$ cat src/design/snoop_pkg.sv
`default_nettype none

package snoop_pkg;

    // ------------------------------------------------------------
    // cache geometry
    // ------------------------------------------------------------
    localparam int WORD_W          = 32;
    localparam int IDX_W           = 3;
    localparam int NUM_SETS        = 1 << IDX_W;
    localparam int WORDS_PER_BLOCK = 2;
    // address minus index, word select and byte offset.
    localparam int TAG_W           = WORD_W - IDX_W - $clog2(WORDS_PER_BLOCK) - 2;

    typedef logic [WORD_W-1:0] word_t;

    // ------------------------------------------------------------
    // address and frame layout
    // ------------------------------------------------------------
    typedef struct packed {
        logic [TAG_W-1:0] tag;
        logic [IDX_W-1:0] idx;
        logic             wsel;   // word within the block.
        logic [1:0]       boff;
    } dcache_addr_t;

    typedef struct packed {
        logic                        valid;
        logic                        dirty;
        logic [TAG_W-1:0]            tag;
        word_t [WORDS_PER_BLOCK-1:0] data;
    } dcache_frame_t;

    // ------------------------------------------------------------
    // snoop path
    // ------------------------------------------------------------
    typedef struct packed {
        logic          hit;
        dcache_frame_t frame;
        dcache_addr_t  block_addr;   // word and byte fields at zero.
    } snoop_lookup_t;

    // everything the cache drives toward the coherence bus.
    typedef struct packed {
        logic         cctrans;
        logic         ccwrite;
        dcache_addr_t daddr;
        word_t        dstore;
    } snoop_bus_t;

    typedef struct packed {
        logic             clear_dirty;
        logic             clear_valid;
        logic [IDX_W-1:0] idx;
    } frame_clear_t;

endpackage

`default_nettype wire

$ cat src/design/snoop_lookup.sv
`timescale 1ns/1ps
`default_nettype none

module snoop_lookup import snoop_pkg::*; (
    input  dcache_addr_t  snoop_addr,
    input  dcache_frame_t frames [NUM_SETS],
    output snoop_lookup_t lookup
);

    dcache_frame_t sel_frame;
    logic          tag_match;
    dcache_addr_t  block_addr;

    // ------------------------------------------------------------
    // frame select and tag compare
    // ------------------------------------------------------------
    assign sel_frame = frames[snoop_addr.idx];
    assign tag_match = sel_frame.tag == snoop_addr.tag;

    // writeback always starts at the first word of the block.
    always_comb
    begin
        block_addr      = snoop_addr;
        block_addr.wsel = 1'b0;
        block_addr.boff = 2'b00;
    end

    always_comb
    begin
        lookup.hit        = sel_frame.valid & tag_match;   // stale tags never hit.
        lookup.frame      = sel_frame;
        lookup.block_addr = block_addr;
    end

endmodule

`default_nettype wire

$ cat src/design/snoop_writeback_fsm.sv
`timescale 1ns/1ps
`default_nettype none

module snoop_writeback_fsm import snoop_pkg::*; (
    input  logic          CLK,
    input  logic          nRST,
    input  logic          ccwait,
    input  logic          ccinv,
    input  logic          mem_ready,
    input  snoop_lookup_t lookup,
    output snoop_bus_t    bus_out,
    output frame_clear_t  clear,
    output logic          pr_stall
);

    typedef enum logic [2:0] {
        IDLE,
        WAIT,
        DIRTY_W0,
        DIRTY_W1,
        CLEAN_W0,
        CLEAN_W1,
        TRANS_I,
        TRANS_S
    } snoop_state_t;

    snoop_state_t state;
    snoop_state_t next_state;

    always_ff @(posedge CLK, negedge nRST)
    begin
        if (!nRST)
            state <= IDLE;
        else
            state <= next_state;
    end

    // ------------------------------------------------------------
    // next state
    // ------------------------------------------------------------
    always_comb
    begin
        next_state = state;
        case (state)
            IDLE:
            begin
                if (ccwait && lookup.hit && lookup.frame.dirty)
                    next_state = DIRTY_W0;
                else if (ccwait && lookup.hit)
                    next_state = CLEAN_W0;
                else if (ccwait)
                    next_state = WAIT;   // miss.
            end
            WAIT:
            begin
                if (!ccwait)
                    next_state = IDLE;
            end
            DIRTY_W0:
            begin
                if (mem_ready)
                    next_state = DIRTY_W1;
            end
            CLEAN_W0:
            begin
                if (mem_ready)
                    next_state = CLEAN_W1;
            end
            DIRTY_W1,
            CLEAN_W1:
            begin
                if (mem_ready)
                    next_state = ccinv ? TRANS_I : TRANS_S;
            end
            TRANS_I,
            TRANS_S:
            begin
                if (!ccwait)
                    next_state = IDLE;
            end
            default:
            begin
                next_state = IDLE;
            end
        endcase
    end

    // ------------------------------------------------------------
    // bus response
    // ------------------------------------------------------------
    always_comb
    begin
        bus_out         = '0;
        bus_out.cctrans = (state != IDLE) && (state != WAIT);
        bus_out.ccwrite = (state == DIRTY_W0) || (state == DIRTY_W1);   // memory takes it too.
        case (state)
            DIRTY_W0,
            CLEAN_W0:
            begin
                bus_out.daddr  = lookup.block_addr;
                bus_out.dstore = lookup.frame.data[0];
            end
            DIRTY_W1,
            CLEAN_W1:
            begin
                bus_out.daddr      = lookup.block_addr;
                bus_out.daddr.wsel = 1'b1;   // block address plus 4.
                bus_out.dstore     = lookup.frame.data[1];
            end
            default:
            begin
                bus_out.daddr  = '0;
                bus_out.dstore = '0;
            end
        endcase
    end

    // dirty always drops after a supply, valid only on invalidation.
    always_comb
    begin
        clear.clear_dirty = (state == TRANS_I) || (state == TRANS_S);
        clear.clear_valid = state == TRANS_I;
        clear.idx         = lookup.block_addr.idx;
    end

    assign pr_stall = bus_out.cctrans;

endmodule

`default_nettype wire

$ cat src/design/frame_store.sv
`timescale 1ns/1ps
`default_nettype none

module frame_store import snoop_pkg::*; (
    input  logic          CLK,
    input  logic          nRST,
    input  logic          fill_en,
    input  dcache_addr_t  fill_addr,
    input  word_t         fill_data [WORDS_PER_BLOCK],
    input  logic          fill_dirty,
    input  frame_clear_t  clear,
    output dcache_frame_t frames [NUM_SETS]
);

    logic                        valid_q [NUM_SETS];
    logic                        dirty_q [NUM_SETS];
    logic [TAG_W-1:0]            tag_q   [NUM_SETS];
    word_t [WORDS_PER_BLOCK-1:0] data_q  [NUM_SETS];

    // ------------------------------------------------------------
    // frame state bits
    // ------------------------------------------------------------
    always_ff @(posedge CLK, negedge nRST)
    begin
        if (!nRST)
        begin
            for (int i = 0; i < NUM_SETS; i++)
            begin
                valid_q[i] <= 1'b0;
                dirty_q[i] <= 1'b0;
            end
        end
        else
        begin
            if (clear.clear_dirty)
                dirty_q[clear.idx] <= 1'b0;
            if (clear.clear_valid)
                valid_q[clear.idx] <= 1'b0;
            // a fill wins over a clear to the same index.
            if (fill_en)
            begin
                valid_q[fill_addr.idx] <= 1'b1;
                dirty_q[fill_addr.idx] <= fill_dirty;
            end
        end
    end

    // ------------------------------------------------------------
    // tag and data
    // ------------------------------------------------------------
    always_ff @(posedge CLK)
    begin
        if (fill_en)
        begin
            tag_q[fill_addr.idx] <= fill_addr.tag;
            for (int w = 0; w < WORDS_PER_BLOCK; w++)
                data_q[fill_addr.idx][w] <= fill_data[w];
        end
    end

    always_comb
    begin
        for (int i = 0; i < NUM_SETS; i++)
        begin
            frames[i].valid = valid_q[i];
            frames[i].dirty = dirty_q[i];
            frames[i].tag   = tag_q[i];
            frames[i].data  = data_q[i];
        end
    end

endmodule

`default_nettype wire

$ cat src/design/dcache_snoop_top.sv
`timescale 1ns/1ps
`default_nettype none

module dcache_snoop_top import snoop_pkg::*; (
    input  logic         CLK,
    input  logic         nRST,
    input  logic         ccwait,
    input  logic         ccinv,
    input  dcache_addr_t ccsnoopaddr,
    input  logic         mem_ready,
    input  logic         fill_en,
    input  dcache_addr_t fill_addr,
    input  word_t        fill_data [WORDS_PER_BLOCK],
    input  logic         fill_dirty,
    output snoop_bus_t   bus_out,
    output logic         pr_stall
);

    dcache_frame_t frames [NUM_SETS];
    snoop_lookup_t lookup;
    frame_clear_t  clear;

    // ------------------------------------------------------------
    // lookup, writeback, frame update
    // ------------------------------------------------------------
    snoop_lookup i_snoop_lookup (
        .snoop_addr (ccsnoopaddr),
        .frames     (frames),
        .lookup     (lookup)
    );

    snoop_writeback_fsm i_snoop_writeback_fsm (
        .CLK       (CLK),
        .nRST      (nRST),
        .ccwait    (ccwait),
        .ccinv     (ccinv),
        .mem_ready (mem_ready),
        .lookup    (lookup),
        .bus_out   (bus_out),
        .clear     (clear),
        .pr_stall  (pr_stall)
    );

    frame_store i_frame_store (
        .CLK        (CLK),
        .nRST       (nRST),
        .fill_en    (fill_en),
        .fill_addr  (fill_addr),
        .fill_data  (fill_data),
        .fill_dirty (fill_dirty),
        .clear      (clear),
        .frames     (frames)
    );

endmodule

`default_nettype wire

$ cat config.mk
export PLATFORM = sky130hd
export DESIGN_NAME = dcache_snoop_top
export DESIGN_NICKNAME = d
export VERILOG_FILES = /design/src/design/snoop_pkg.sv /design/src/design/snoop_lookup.sv /design/src/design/snoop_writeback_fsm.sv /design/src/design/frame_store.sv /design/src/design/dcache_snoop_top.sv
export SDC_FILE = /design/constraint.sdc
export NUM_CORES = 1
export LEC_CHECK = 0
export ABC_CLOCK_PERIOD_IN_PS = 3500
export BUFFER_PORTS_ARGS = -buffer_cell sky130_fd_sc_hd__buf_2
export CAP_MARGIN = 25
export CORE_ASPECT_RATIO = 0.6
export CORE_MARGIN = 4
export CORE_UTILIZATION = 40
export CTS_BUF_LIST = sky130_fd_sc_hd__clkbuf_16
export CTS_CLUSTER_SIZE = 8
export DETAILED_ROUTE_END_ITERATION = 7
export GPL_ROUTABILITY_DRIVEN = 0
export GPL_TIMING_DRIVEN = 0
export PLACE_DENSITY_LB_ADDON = 0.3
export SKIP_CTS_REPAIR_TIMING = 1
export SYNTH_ARGS = -nofsm -noshare
export SYNTH_HDL_FRONTEND = slang
export SYNTH_HIERARCHICAL = 1
export SYNTH_SLANG_ARGS = --single-unit
$ cat constraint.sdc
create_clock -name CLK -period 3.5 [get_ports CLK]
set_clock_uncertainty 0.05 [all_clocks]
set_input_delay 0.7 -clock CLK [delete_from_list [all_inputs] [get_ports CLK]]
set_output_delay 0.7 -clock CLK [all_outputs]
set_load 0.01 [all_outputs]
# Word-level counts from Yosys, hierarchy flattened
# Memory sizes are Yosys's and may differ from the RTL's.
# Cells that the tools add are included.
[op_classes]
bitwise_logic = 7
magnitude_cmp = 4
reduce_logical = 13
mux = 24
eq_ne = 14
[ops]
columns = ["operator", "n"]
rows = [
  ["$bmux W92 S3", 1],
  ["$mux W92", 2],
  ["$pmux W64 S2", 1],
  ["$mux W8", 4],
  ["$eq A26 B26 Y1", 1],
  ["$mux W3", 7],
  ["$and A8 B8 Y8", 2],
  ["$pmux W3 S5", 1],
  ["$eq A3 B3 Y1 const B", 4],
  ["$bwmux W8", 1],
  ["$ge A4 B4 Y1 const B", 2],
  ["$lt A4 B1 Y1 const B", 2],
  ["$ne A2 B2 Y1 const B", 4],
  ["$not A3 Y4", 2],
  ["$not A8 Y8", 1],
  ["$or A8 B8 Y8", 1],
  ["$demux W1 S3", 2],
  ["$eq A3 B2 Y1 const B", 2],
  ["$logic_and A1 B1 Y1", 5],
  ["$mux W1", 5],
  ["$reduce_and A5 Y1", 1],
  ["$ne A4 B2 Y1 const B", 1],
  ["$reduce_or A2 Y1", 2],
  ["$eq A3 B1 Y1 const B", 1],
  ["other kinds (6)", 7],
]
[totals]
wordCells = 81
n_memories = 2
mem_bits_rw = 720
inputBits = 135
reg_bits = 19
out_inout_bits = 67
[mem_list]
columns = ["memory", "depth", "word_bits", "rd", "rd_clocked_by_memory_dff", "write_ports", "line_no", "text"]
rows = [
  ["i_frame_store.data_q", 8, 64, 8, 0, 1, "frame_store.sv:18", "word_t [WORDS_PER_BLOCK-1:0] data_q [NUM_SETS];"],
  ["i_frame_store.tag_q", 8, 26, 8, 0, 1, "frame_store.sv:17", "logic [TAG_W-1:0] tag_q [NUM_SETS];"],
]

# Depth between registers and ports, before layout
[logic_depth]
depth_word = 10
ltp_mapped = 14
depth_no_buf = 9

# By module
# Netlist, hierarchy kept.
[by_module_without_submodules]
columns = ["module", "seq_area_each_um2", "cells_each", "instances", "area_each_um2"]
rows = [
  ["frame_store", 22021.1, 792, 1, 22381.5],
  ["snoop_lookup", 0.0, 516, 1, 6337.3],
  ["snoop_writeback_fsm", 75.1, 140, 1, 988.4],
]

# Least setup slack after synthesis
# No wires, ideal clock.
[synth_timing]
path_type = "input to register"
from = "in fill_addr[4] (netlist name)"
to = "reg i_frame_store.dirty_q, in the netlist i_frame_store/frames[734]"
stages = 2
arrival_ps = 3974
path_buffers = 0
setup_ps = 282
t_required_ps = 3168
slack_ps = -806
path_cell_list = "nor4b_4 > o21ai_0"
[synth_via]
elab_chain_cells = 7
elab_cells_between_ends = 8
classes_between = "order compare (2); mux (4); bitwise (1); reduce/logical (1)"
[synth_rtl]
columns = ["element", "line_no", "text"]
rows = [
  ["start: declaration", "dcache_snoop_top.sv:12", "input dcache_addr_t fill_addr,"],
  ["$not A3 Y4 (implied by the code) *", "frame_store.sv:43", "dirty_q[fill_addr.idx] <= fill_dirty;"],
  ["$ge A4 B4 Y1 (implied by the code) / $lt A4 B1 Y1 (equally long branches)", "frame_store.sv:43", ""],
  ["$logic_and A1 B1 Y1 (implied by the code)", "frame_store.sv:43", ""],
  ["$mux W1 (implied by the code)", "frame_store.sv:43", ""],
  ["$demux W1 S3 *", "frame_store.sv:43", ""],
  ["$bwmux W8 *", "frame_store.sv:43", ""],
  ["$mux W8 *", "frame_store.sv:40", "if (fill_en)"],
  ["end signal: indexed assignment", "frame_store.sv:43", ""],
  ["end: declaration", "frame_store.sv:16", "logic dirty_q [NUM_SETS];"],
]
# Mark *: on every way between the ends. The rest lies on a longest branch, timed or not.
# A chain may end at the register's enable or synchronous reset.

==> reports/results.ini <==
[setup_path]
worst-path-max-fanout = 8
crit_path_start_kind = primary input
cp_num_buf_inv = 7
cp.arrival_ps = 2750
cp_top_family = multiplexers
worst_ep_required_time_ps = 2750
worstSetupEndpointType = output pin
critical_path.startpoint = ccsnoopaddr[3]
crit_top_cell = buf_16
worstPathCellList = buf_16 -> buf_12 -> buf_16 -> buf_16 -> buf_16 -> buf_12 -> mux4_2 -> mux2_2 -> mux2i_1 -> nor2_1 -> buf_2
reg2reg_from = i_frame_store/tag_q[6][23]$_DFFE_PP_
criticalPathCategory = in -> out
crit_slowest_cell = mux4_2
crit_path_max_incr_delay_ps = 510

[layout]
final_cell_mix = 720 x edfxtp_1, 199 x buf_2, 157 x mux4_2, 111 x clkbuf_16, 73 x mux2_2
area_growth_pct = 22.5
final_common_cell = edfxtp_1
drive_above_1_share = 0.409
fin_util = 0.500
fin_nets = 1921

[clocking]
clk_latency_ps = 640
h-tree-depth = 3
cts_tree = yes
clockBufferDepth = 3
cts.clk_slew.worst_paths_ps = 50
clock-root-buffer = clkbuf_16
cts_buffers = 102
cts.sinks = 739

[synth]
ys_warn_count = 6
netlist_instances = 1427
netlist_area_um2 = 29600
avgSynthCellArea_um2 = 20.8

[drt]
via_count = 15400
postRouteAntennaNets = 0
avgRoutedWirePerCell_um = 26.7
wl_um = 74400
drt-vias-per-instance = 5.53
route.detailed.drc = 0
dr.pass1.iters = 5
first_iter_violations = 1569

[sta]
hold_violations = 0
rsz0062_at_grt = yes
slew_headroom = 0.523
final_max_slew_viol_count = 0
setup_ws_ps = -4.49
fmax_mhz = 285
finalCriticalPeriod_ps = 3500
setup_viol = 2
fin_crit_sh = 1.00
tightest_slew_ps = 716
holdWs_ps = 279

[die]
core_area_um2 = 72600
rows = 76
start_util = 0.408
die_h_um = 219
dieArea_um2 = 78600
ios = 202
die_x_um = 359

[power]
p_leak_nw = 12.5
power_mw = 22.6
ir_worst_vdd_mv = 0.364
power_density_nw_per_um2 = 624

[global_route]
grt_pass1_vias = 15700
antenna_found_initial = 21
grt_max_degree = 44
grt_overflow = 0
grt_first_pass_wirelength_um = 106000
grt_usage = 0.184

[hold_path]
worst_hold_path_type = in -> reg
hold_path.startpoint = fill_data[45]

[flow_run]
max_cap_viol_count = 0

[placed_design]
post-dp-hpwl_um = 46500
portBuffers = 190
place_ws_ps = -1430

[run_status]
violations = negative setup slack
status = complete, but fails checks

metrics by stage:
step / cell area (um2) / std cells / setup TNS (ps)
5_1_grt: 36300 / 2788 / -130
3_5_place_dp: 32300 / 2618 / -42320
2_1_floorplan: 29600 / 1429 / -63030
6_report: 36300 / 2789 / -6.92
4_1_cts: 35100 / 2747 / -40330
3_3_place_gp: 31800 / 2594 / -723020
final timing paths:
path,cells past startpoint,slack [ps],to
setup / recovery,11,-4,bus_out[5]
hold / removal,1,280,i_frame_store/data_q[1][13]$_DFFE_PP_
setup reg to reg,9,490,i_snoop_writeback_fsm/state[2]$_DFFE_PN0P_
hold reg to reg,2,460,i_frame_store/frames[183]$_DFF_PN0_
max in group asynchronous,2,2510,i_frame_store/frames[90]$_DFF_PN0_
min in group asynchronous,2,560,i_frame_store/frames[734]$_DFF_PN0_
worst reg2reg max path: stages (launching register included):
cell,delay (ps)
edfxtp_1,350
mux4_2,470
nor2_1,280
nor3_1,100
nor4b_1,310
nand4_1,310
nor4_4,450
nand3b_1,150
or3_1,330
a22oi_1,150
registers in the layout (all words and copies together) (netlist names):
signal                       flops
i_frame_store/data_q           512
i_frame_store/tag_q            208
i_frame_store/frames            16
i_snoop_writeback_fsm/state      3
power breakdown:
| part | internal, mW | switching (mW) | leakage [nW] | total [mW] |
|---|---|---|---|---|
| Sequential | 10.1 | 0.110 | 6.76 | 10.2 |
| Combinational | 1.51 | 2.24 | 4.30 | 3.75 |
| Clock | 5.22 | 3.45 | 1.42 | 8.67 |
metal layers:
| metal | vias to the layer above | GRT usage | wire (um) |
|---|---|---|---|
| met3 | 112 | 0.0545 | 6410 |
| met5 | - | 0 | 154 |
| met4 | 26 | 0.0389 | 1050 |
| li1 | 6539 | - | - |
| met1 | 8176 | 0.278 | 34100 |
| met2 | 579 | 0.266 | 32700 |
cell type report:
cell class / count / area, um2
Antenna cell: 3 / 7.51
Buffer: 102 / 1200
Clock buffer: 104 / 2600
Clock inverter: 25 / 170
Fill cell: 5726 / 36300
Inverter: 4 / 15.0
Multi-Input combinational cell: 580 / 7010
Sequential cell: 739 / 22100
Tap cell: 975 / 1220
Timing Repair Buffer: 257 / 1970
Power figures use the tool's default switching activity.
